==> src/hdl/conv_cfg_pkg.sv <==
`default_nettype none

package conv_cfg_pkg;

    // Word width of pixels, weights and bias
    localparam int DATA_WIDTH = 8;

    // Partial sums and results
    // 20 bits hold any 3-tap result of 8-bit operands exactly
    localparam int ACC_WIDTH = 20;

    // Taps in the 1-D kernel, one MAC lane each
    localparam int KERNEL_W = 3;

    // Register stages inside each lane multiplier
    localparam int MUL_DELAY = 2;

    // Sideband bits carried with each beat
    localparam int USER_WIDTH = 2;

endpackage

`default_nettype wire

==> src/hdl/conv_types_pkg.sv <==
`default_nettype none

package conv_types_pkg;

    // Signed input pixel
    typedef logic signed [conv_cfg_pkg::DATA_WIDTH-1:0] pixel_t;

    // Signed kernel weight, also used for the bias
    typedef logic signed [conv_cfg_pkg::DATA_WIDTH-1:0] weight_t;

    // Partial sum inside the chain and the final result
    typedef logic signed [conv_cfg_pkg::ACC_WIDTH-1:0] acc_t;

    // Per-beat sideband
    typedef logic [conv_cfg_pkg::USER_WIDTH-1:0] user_t;

    // Clamp negative results of this row to zero
    localparam int USER_RELU = 0;

    // First beat of a row, derived inside the unit from the previous last
    localparam int USER_FIRST = 1;

endpackage

`default_nettype wire

==> src/hdl/conv_stream_if.sv <==
`timescale 1ns/1ps
`default_nettype none

interface conv_stream_if #(
    parameter int KERNEL_W = conv_cfg_pkg::KERNEL_W
);

    logic                                    valid;
    logic                                    ready;
    conv_types_pkg::pixel_t                  pixel;
    conv_types_pkg::weight_t [KERNEL_W-1:0]  weights;
    conv_types_pkg::weight_t                 bias;
    logic                                    last;
    logic                                    relu;

    // Producer side
    modport src (output valid, pixel, weights, bias, last, relu, input ready);

    // Consumer side
    modport snk (input valid, pixel, weights, bias, last, relu, output ready);

endinterface

`default_nettype wire

==> src/hdl/axis_reg_slice.sv <==
`timescale 1ns/1ps
`default_nettype none

module axis_reg_slice #(
    parameter int KERNEL_W = conv_cfg_pkg::KERNEL_W
) (
    input  logic                                   aclk,
    input  logic                                   rst_n,
    input  logic                                   s_valid,
    output logic                                   s_ready,
    input  conv_types_pkg::pixel_t                 s_pixel,
    input  conv_types_pkg::weight_t [KERNEL_W-1:0] s_weights,
    input  conv_types_pkg::weight_t                s_bias,
    input  logic                                   s_last,
    input  logic                                   s_relu,
    conv_stream_if.src                             m
);

    logic                                   main_valid;
    logic                                   skid_valid;
    logic                                   in_fire;
    logic                                   out_free;

    conv_types_pkg::pixel_t                 main_pixel;
    conv_types_pkg::weight_t [KERNEL_W-1:0] main_weights;
    conv_types_pkg::weight_t                main_bias;
    logic                                   main_last;
    logic                                   main_relu;

    conv_types_pkg::pixel_t                 skid_pixel;
    conv_types_pkg::weight_t [KERNEL_W-1:0] skid_weights;
    conv_types_pkg::weight_t                skid_bias;
    logic                                   skid_last;
    logic                                   skid_relu;

    // Ready comes straight from a flop
    assign s_ready  = !skid_valid;
    assign in_fire  = s_valid && s_ready;
    assign out_free = !main_valid || m.ready;

    always_ff @(posedge aclk) begin
        if (!rst_n) begin
            main_valid <= 1'b0;
            skid_valid <= 1'b0;
        end else if (out_free) begin
            main_valid <= skid_valid || in_fire;
            skid_valid <= 1'b0;
        end else if (in_fire) begin
            skid_valid <= 1'b1;
        end
    end

    // Skid entry is older, so it goes out first
    always_ff @(posedge aclk) begin
        if (out_free) begin
            if (skid_valid) begin
                main_pixel   <= skid_pixel;
                main_weights <= skid_weights;
                main_bias    <= skid_bias;
                main_last    <= skid_last;
                main_relu    <= skid_relu;
            end else if (in_fire) begin
                main_pixel   <= s_pixel;
                main_weights <= s_weights;
                main_bias    <= s_bias;
                main_last    <= s_last;
                main_relu    <= s_relu;
            end
        end else if (in_fire) begin
            skid_pixel   <= s_pixel;
            skid_weights <= s_weights;
            skid_bias    <= s_bias;
            skid_last    <= s_last;
            skid_relu    <= s_relu;
        end
    end

    assign m.valid   = main_valid;
    assign m.pixel   = main_pixel;
    assign m.weights = main_weights;
    assign m.bias    = main_bias;
    assign m.last    = main_last;
    assign m.relu    = main_relu;

    // Beat held intact while the unit stalls
    out_hold_a: assert property (@(posedge aclk) disable iff (!rst_n)
        m.valid && !m.ready |=> m.valid && $stable(m.pixel) && $stable(m.weights)
            && $stable(m.bias) && $stable(m.last) && $stable(m.relu));

endmodule

`default_nettype wire

==> src/hdl/step_buffer.sv <==
`timescale 1ns/1ps
`default_nettype none

module step_buffer #(
    parameter int KERNEL_W = conv_cfg_pkg::KERNEL_W
) (
    input  logic                                  aclk,
    input  logic                                  rst_n,
    input  logic                                  en,
    input  logic                                  in_valid,
    input  conv_types_pkg::pixel_t                in_pixel,
    input  logic                                  in_first,
    output logic [KERNEL_W-1:0]                   out_valid,
    output conv_types_pkg::pixel_t [KERNEL_W-1:0] out_pixel,
    output logic [KERNEL_W-1:0]                   out_first
);

    // Tap 0 sees the live input
    assign out_valid[0] = in_valid;
    assign out_pixel[0] = in_pixel;
    assign out_first[0] = in_first;

    generate
        if (KERNEL_W > 1) begin : g_chain
            logic [KERNEL_W-1:1]                   vld_q;
            logic [KERNEL_W-1:1]                   first_q;
            conv_types_pkg::pixel_t [KERNEL_W-1:1] pix_q;

            always_ff @(posedge aclk) begin
                if (!rst_n) begin
                    vld_q   <= '0;
                    first_q <= '0;
                end else if (en) begin
                    vld_q[1]   <= in_valid;
                    first_q[1] <= in_first;
                    for (int j = 2; j < KERNEL_W; j++) begin
                        vld_q[j]   <= vld_q[j-1];
                        first_q[j] <= first_q[j-1];
                    end
                end
            end

            always_ff @(posedge aclk) begin
                if (en) begin
                    pix_q[1] <= in_pixel;
                    for (int j = 2; j < KERNEL_W; j++) begin
                        pix_q[j] <= pix_q[j-1];
                    end
                end
            end

            assign out_valid[KERNEL_W-1:1] = vld_q;
            assign out_pixel[KERNEL_W-1:1] = pix_q;
            assign out_first[KERNEL_W-1:1] = first_q;
        end
    endgenerate

endmodule

`default_nettype wire

==> src/hdl/mac_lane.sv <==
`timescale 1ns/1ps
`default_nettype none

module mac_lane #(
    parameter int MUL_DELAY = conv_cfg_pkg::MUL_DELAY
) (
    input  logic                    aclk,
    input  logic                    rst_n,
    input  logic                    en,
    input  logic                    pix_valid,
    input  conv_types_pkg::pixel_t  pixel,
    input  logic                    first,
    input  conv_types_pkg::weight_t weight_in,
    input  conv_types_pkg::acc_t    sum_in,
    output conv_types_pkg::acc_t    sum_out,
    output logic                    sum_valid
);

    conv_types_pkg::weight_t                 weight_q;
    conv_types_pkg::weight_t                 weight_use;
    conv_types_pkg::acc_t [MUL_DELAY-1:0]    prod_q;
    logic [MUL_DELAY-1:0]                    vld_q;
    logic                                    take_weight;

    assign take_weight = pix_valid && first;

    // Row opener multiplies with its own weight, later beats with the held one
    assign weight_use = take_weight ? weight_in : weight_q;

    always_ff @(posedge aclk) begin
        if (en && take_weight) begin
            weight_q <= weight_in;
        end
    end

    // Product sign-extends to the accumulator width before the multiply
    always_ff @(posedge aclk) begin
        if (en) begin
            prod_q[0] <= pixel * weight_use;
            for (int k = 1; k < MUL_DELAY; k++) begin
                prod_q[k] <= prod_q[k-1];
            end
            sum_out <= sum_in + prod_q[MUL_DELAY-1];
        end
    end

    always_ff @(posedge aclk) begin
        if (!rst_n) begin
            vld_q     <= '0;
            sum_valid <= 1'b0;
        end else if (en) begin
            vld_q[0] <= pix_valid;
            for (int k = 1; k < MUL_DELAY; k++) begin
                vld_q[k] <= vld_q[k-1];
            end
            sum_valid <= vld_q[MUL_DELAY-1];
        end
    end

endmodule

`default_nettype wire

==> src/hdl/conv_unit.sv <==
`timescale 1ns/1ps
`default_nettype none

module conv_unit #(
    parameter int KERNEL_W  = conv_cfg_pkg::KERNEL_W,
    parameter int MUL_DELAY = conv_cfg_pkg::MUL_DELAY
) (
    input  logic                 aclk,
    input  logic                 rst_n,
    conv_stream_if.snk           s,
    output logic                 m_valid,
    input  logic                 m_ready,
    output conv_types_pkg::acc_t m_data,
    output logic                 m_last
);

    // Window tag travels as long as a pixel takes through the whole chain
    localparam int TAG_DELAY = KERNEL_W + MUL_DELAY;
    localparam int CNT_W     = $clog2(KERNEL_W + 1);
    localparam logic [CNT_W-1:0] CNT_FULL = CNT_W'(KERNEL_W - 1);

    logic                                   en;
    logic                                   in_fire;
    logic                                   first_pend;
    logic [CNT_W-1:0]                       row_cnt;
    logic                                   in_win;
    conv_types_pkg::weight_t                ctx_bias;
    logic                                   ctx_relu;
    conv_types_pkg::weight_t                row_bias;
    conv_types_pkg::user_t                  in_user;

    logic [KERNEL_W-1:0]                    tap_valid;
    conv_types_pkg::pixel_t [KERNEL_W-1:0]  tap_pixel;
    logic [KERNEL_W-1:0]                    tap_first;

    conv_types_pkg::weight_t [KERNEL_W-1:0] lane_weight;
    conv_types_pkg::acc_t [KERNEL_W-1:0]    lane_sum_in;
    conv_types_pkg::acc_t [KERNEL_W-1:0]    lane_sum;
    logic [KERNEL_W-1:0]                    lane_valid;

    conv_types_pkg::weight_t [MUL_DELAY-1:0] bias_q;
    logic [TAG_DELAY-1:0]                    tag_win_q;
    logic [TAG_DELAY-1:0]                    tag_last_q;
    conv_types_pkg::user_t [TAG_DELAY-1:0]   tag_user_q;
    conv_types_pkg::acc_t                    result;

    // Whole pipeline freezes while the output waits
    assign en      = !(m_valid && !m_ready);
    assign s.ready = en;
    assign in_fire = s.valid && en;

    // Row tracking, counter saturates once a full window is in
    always_ff @(posedge aclk) begin
        if (!rst_n) begin
            first_pend <= 1'b1;
            row_cnt    <= '0;
        end else if (in_fire) begin
            first_pend <= s.last;
            if (s.last) begin
                row_cnt <= '0;
            end else if (row_cnt != CNT_FULL) begin
                row_cnt <= row_cnt + 1'b1;
            end
        end
    end

    // Bias and relu of the current row
    always_ff @(posedge aclk) begin
        if (in_fire && first_pend) begin
            ctx_bias <= s.bias;
            ctx_relu <= s.relu;
        end
    end

    assign row_bias = first_pend ? s.bias : ctx_bias;
    assign in_win   = s.valid && (row_cnt == CNT_FULL);

    always_comb begin
        in_user                             = '0;
        in_user[conv_types_pkg::USER_FIRST] = first_pend;
        in_user[conv_types_pkg::USER_RELU]  = first_pend ? s.relu : ctx_relu;
    end

    step_buffer #(
        .KERNEL_W (KERNEL_W)
    ) u_step (
        .aclk      (aclk),
        .rst_n     (rst_n),
        .en        (en),
        .in_valid  (s.valid),
        .in_pixel  (s.pixel),
        .in_first  (in_user[conv_types_pkg::USER_FIRST]),
        .out_valid (tap_valid),
        .out_pixel (tap_pixel),
        .out_first (tap_first)
    );

    // Bias meets lane 0 product after the multiplier stages
    always_ff @(posedge aclk) begin
        if (en) begin
            bias_q[0] <= row_bias;
            for (int k = 1; k < MUL_DELAY; k++) begin
                bias_q[k] <= bias_q[k-1];
            end
        end
    end

    generate
        for (genvar j = 0; j < KERNEL_W; j++) begin : g_lane
            if (j == 0) begin : g_head
                assign lane_weight[0] = s.weights[0];
                assign lane_sum_in[0] = conv_types_pkg::acc_t'(bias_q[MUL_DELAY-1]);
            end else begin : g_link
                conv_types_pkg::weight_t [j-1:0] w_q;
                conv_types_pkg::acc_t            sum_q;

                // Weight follows the pixel j taps down, sum gets one extra stage
                always_ff @(posedge aclk) begin
                    if (en) begin
                        w_q[0] <= s.weights[j];
                        for (int k = 1; k < j; k++) begin
                            w_q[k] <= w_q[k-1];
                        end
                        sum_q <= lane_sum[j-1];
                    end
                end

                assign lane_weight[j] = w_q[j-1];
                assign lane_sum_in[j] = sum_q;
            end

            mac_lane #(
                .MUL_DELAY (MUL_DELAY)
            ) u_lane (
                .aclk      (aclk),
                .rst_n     (rst_n),
                .en        (en),
                .pix_valid (tap_valid[j]),
                .pixel     (tap_pixel[j]),
                .first     (tap_first[j]),
                .weight_in (lane_weight[j]),
                .sum_in    (lane_sum_in[j]),
                .sum_out   (lane_sum[j]),
                .sum_valid (lane_valid[j])
            );
        end
    endgenerate

    // Window flags ride alongside the sums
    always_ff @(posedge aclk) begin
        if (!rst_n) begin
            tag_win_q <= '0;
        end else if (en) begin
            tag_win_q <= {tag_win_q[TAG_DELAY-2:0], in_win};
        end
    end

    always_ff @(posedge aclk) begin
        if (en) begin
            tag_last_q <= {tag_last_q[TAG_DELAY-2:0], s.last};
            tag_user_q <= {tag_user_q[TAG_DELAY-2:0], in_user};
        end
    end

    assign result  = lane_sum[KERNEL_W-1];
    assign m_valid = tag_win_q[TAG_DELAY-1] && lane_valid[KERNEL_W-1];
    assign m_last  = tag_last_q[TAG_DELAY-1];
    assign m_data  = (tag_user_q[TAG_DELAY-1][conv_types_pkg::USER_RELU] && result < 0)
                     ? '0 : result;

    // A row ending before a full window never yields output
    short_row_a: assert property (@(posedge aclk) disable iff (!rst_n)
        in_fire && s.last |-> row_cnt == CNT_FULL)
        else $warning("row ended after %0d beats, shorter than the kernel", row_cnt + 1);

    stall_hold_a: assert property (@(posedge aclk) disable iff (!rst_n)
        m_valid && !m_ready |=> m_valid && $stable(m_data) && $stable(m_last));

endmodule

`default_nettype wire

==> src/hdl/conv_top.sv <==
`timescale 1ns/1ps
`default_nettype none

module conv_top #(
    parameter int KERNEL_W  = conv_cfg_pkg::KERNEL_W,
    parameter int MUL_DELAY = conv_cfg_pkg::MUL_DELAY
) (
    input  logic                                   aclk,
    input  logic                                   rst_n,
    input  logic                                   s_valid,
    output logic                                   s_ready,
    input  conv_types_pkg::pixel_t                 s_pixel,
    input  conv_types_pkg::weight_t [KERNEL_W-1:0] s_weights,
    input  conv_types_pkg::weight_t                s_bias,
    input  logic                                   s_last,
    input  logic                                   s_relu,
    output logic                                   m_valid,
    input  logic                                   m_ready,
    output conv_types_pkg::acc_t                   m_data,
    output logic                                   m_last
);

    // Registered stream between the input slice and the conv chain
    conv_stream_if #(
        .KERNEL_W (KERNEL_W)
    ) slice_to_unit ();

    axis_reg_slice #(
        .KERNEL_W (KERNEL_W)
    ) u_slice (
        .aclk      (aclk),
        .rst_n     (rst_n),
        .s_valid   (s_valid),
        .s_ready   (s_ready),
        .s_pixel   (s_pixel),
        .s_weights (s_weights),
        .s_bias    (s_bias),
        .s_last    (s_last),
        .s_relu    (s_relu),
        .m         (slice_to_unit.src)
    );

    conv_unit #(
        .KERNEL_W  (KERNEL_W),
        .MUL_DELAY (MUL_DELAY)
    ) u_unit (
        .aclk    (aclk),
        .rst_n   (rst_n),
        .s       (slice_to_unit.snk),
        .m_valid (m_valid),
        .m_ready (m_ready),
        .m_data  (m_data),
        .m_last  (m_last)
    );

endmodule

`default_nettype wire

==> config.mk <==
export PLATFORM = sky130hd
export DESIGN_NAME = conv_top
export DESIGN_NICKNAME = d
export VERILOG_FILES = /design/src/hdl/conv_cfg_pkg.sv /design/src/hdl/conv_types_pkg.sv /design/src/hdl/conv_stream_if.sv /design/src/hdl/axis_reg_slice.sv /design/src/hdl/step_buffer.sv /design/src/hdl/mac_lane.sv /design/src/hdl/conv_unit.sv /design/src/hdl/conv_top.sv
export SDC_FILE = /design/constraint.sdc
export NUM_CORES = 1
export LEC_CHECK = 0
export BUFFER_PORTS_ARGS = -buffer_cell sky130_fd_sc_hd__buf_2
export CAP_MARGIN = 20
export CORE_MARGIN = 5
export CORE_UTILIZATION = 55
export DETAILED_ROUTE_END_ITERATION = 7
export GPL_ROUTABILITY_DRIVEN = 0
export PLACE_DENSITY = 0.83
export SYNTH_ARGS = -nofsm -noshare
export SYNTH_HDL_FRONTEND = slang
export SYNTH_SLANG_ARGS = --single-unit
==> constraint.sdc <==
create_clock -name aclk -period 30.2 [get_ports aclk]
set_input_delay 4.53 -clock aclk [delete_from_list [all_inputs] [get_ports aclk]]
set_output_delay 4.53 -clock aclk [all_outputs]
set_load 0.05 [all_outputs]
==> impl_metrics.toml <==
[critical_path]
cp-end-kind = "register"
cp_max_fo = 31
startpoint_type = "primary input"
crit_arrival_ns = 6.88
worstSetupPathType = "in -> reg"
cp.required_ns = 30.40
r2r_setup_slack_ns = 24.50

[placement]
placed_cells_incl_taps = 2358
io_buffers = 68
dp_hpwl_um = 28270

[logic_synthesis]
synth_area_um2 = 23220
yosysTopAreaCell = "edfxtp_1"
netlist_top_cells_area = "edfxtp_1 49%, fa_1 14%, ha_1 7.7%"
ys.flop_type = "edfxtp_1"
synth_warnings = 0
netlist_instances = 1769
yosysSeqAreaShare_pct = 50.48
synth_nets = 2125
ys_ff_latch = 396
synth_cell_type_count = 71
yosysTopAreaCellShare_pct = 49.02
synthArstFlopShare_pct = 0
synth_commonest_cells = "379 x edfxtp_1, 267 x inv_1, 168 x fa_1"
synth_edf_count = 379
yosys.cell_count.top_type = "edfxtp_1"
synth.avg_cell_area_um2 = 13.13

[worst_hold_path]
hp-class = "reg -> reg"

[routing]
firstDrtPassIters = 5
viasPerCell = 5.382
wire_per_inst_um = 15.95
wl_um = 38770
ant_nets = 0
drc = 0
vias = 13080
drt_iter0_markers = 716

[die]
dieArea_um2 = 46430
die_w_um = 215.5
start_util_pct = 55.48
rows = 75
core_area_um2 = 41850
io_pins = 69
die_h_um = 215.5

[clock_tree]
cts_made_buffers = 40
clock_sinks = 396
insertion_delay_ns = 0.54
cts_setup_buffers = 0
hold_buffers = 0
cts.clk_slew.worst_paths_ns = 0.07
clockBufferDepth = 3
tritoncts = "done"
cts_root_buf = "clkbuf_16"
ctsResizeCount = 0
htreeDepth = 2

[sta]
relSlewSlack_pct = 27.76
tightestPinTransition_ns = 1.084
maxSlewViolCount = 0
rsz0062_at_grt = "false"
skew_ns = 0.01733
fin_crit_sh_pct = 22.13
finalCriticalPeriod_ns = 6.682
setup_viol = 0
fin_tns_setup_ns = 0
fmax_ghz = 0.1497
hold_viol = 0

[global_route]
grt_max_degree = 98
grt_overflow = 0
grt_pass1_wl_um = 66760
grt_pass1_vias = 14110
track_usage_pct = 17.12
antenna_found_initial = 0

[pwr]
ir_worst_vdd_v = 0.00005654
powerDensity_nw_per_um2 = 101.8
power_leakage_nw = 10.70

[job]
maxCapViolations = 0

[cells_and_area]
num-fill-cells = 3066
regArea_um2 = 11720
antenna_cells = 0
syn_to_final_growth_pct = 10.26
multi_input_area_um2 = 10410
layout.nets = 2218
layout-drive-gt1-share_pct = 12.10
final_cell_count_no_fill = 2431

[outcome]
status = "complete, no violations"
[critical path, cell delays in order]
cell and delay, ns:
buf_2 0.10, nor2b_2 0.66, nand2_1 0.23, nor3b_2 0.84, buf_4 0.50
[registers in the layout, indices dropped and copies added, names as in the netlist, 5 cells and up]
signal / cells
u_slice.m.weights: 24
u_unit.ctx_bias: 8
u_slice.m.bias: 8
u_slice.m.pixel: 8
u_unit.u_step.out_pixel: 16
u_unit.g_lane.g_link.w_q: 24
u_slice.skid_weights: 24
u_slice.skid_pixel: 8
u_slice.skid_bias: 8
u_unit.g_lane.u_lane.prod_q: 96
u_unit.tag_last_q: 5
u_unit.bias_q: 16
u_unit.g_lane.g_link.sum_q: 40
u_unit.g_lane.u_lane.sum_out: 60
u_unit.tag_win_q: 5
u_unit.tag_user_q: 5
u_unit.g_lane.u_lane.weight_q: 24
[per-stage QoR]
step           util [%]  area, um2  power [mW]  setup WS [ns]  hold WS [ns]
2_1_floorplan         -      23220       1.830          16.77        0.4003
3_3_place_gp      57.80      24190       2.030          23.04        0.4016
3_5_place_dp      57.80      24190       2.089          22.98        0.4045
4_1_cts           61.10      25570       2.616          23.54        0.4105
5_1_grt           61.17      25600       2.806          23.34        0.4144
6_report          61.17      25600       2.607          23.52        0.4134
[path summary, 6_finish.rpt]
path                                                      start  cells after the start                                           end
worst min-delay path            u_slice.m.weights[21]$_DFFE_PP_                      0      u_unit.g_lane[2].g_link.w_q[5]$_DFFE_PN_
worst min register to register  u_slice.m.weights[21]$_DFFE_PP_                      0      u_unit.g_lane[2].g_link.w_q[5]$_DFFE_PN_
worst max-delay path                                    m_ready                      5             u_slice.skid_weights[1]$_DFFE_PP_
worst max register to register   u_unit.first_pend$_SDFFE_PN1P_                     17  u_unit.g_lane[0].u_lane.prod_q[18]$_DFFE_PN_
[power by group]
group          internal (mW)  leakage, nW  switching [mW]
clock                  0.308        0.665           0.205
combinational          0.513         6.02           0.691
sequential             0.836         4.02          0.0531
[routing by layer]
| layer | track usage, % | up-vias | wire length, um |
|---|---|---|---|
| li1 | - | 6238 | - |
| met1 | 20.95 | 6451 | 15860 |
| met2 | 31.17 | 303 | 20120 |
| met3 | 2.494 | 91 | 1589 |
| met4 | 5.931 | 0 | 1207 |
| met5 | 0 | - | 0 |
[logic make-up after synthesis]
family,share of synthesized area [%]
flops,50.48
mux,3.729
xor+xnor,3.546
simple gates,8.778
compound gates,6.569
fa+ha+maj,22.14
buf+inv,4.758
[layout make-up]
cell class | count | area share, %
clock inverters | 23 | 1.183
repair buffers | 73 | 1.554
multi-input cells | 1083 | 40.67
clock buffers | 49 | 4.208
well taps | 539 | 2.634
flip-flops and latches | 396 | 45.79
inverters | 268 | 3.959
[cell usage in the layout, fill, tap and decap left out, types with 10 or more instances in the layout]
cell | netlist | routed
nand2_1 | 82 | 82
dfxtp_1 | 17 | 16
fa_1 | 168 | 168
edfxtp_1 | 379 | 379
nand3_1 | 14 | 14
ha_1 | 142 | 142
a21oi_1 | 60 | 59
a21o_1 | 26 | 26
nor2b_1 | 99 | 98
o211ai_1 | 15 | 15
o21ai_0 | 34 | 34
nor2_1 | 56 | 56
and2_1 | 60 | 60
inv_1 | 267 | 267
a21boi_0 | 12 | 12
clkbuf_16 | 0 | 42
xnor2_1 | 75 | 75
mux2_2 | 60 | 60
buf_2 | 6 | 68
mux2i_1 | 19 | 19
o21a_1 | 10 | 10
xor2_1 | 19 | 19
nand2b_1 | 26 | 26
No activity file was read; power rests on OpenSTA's default activity.
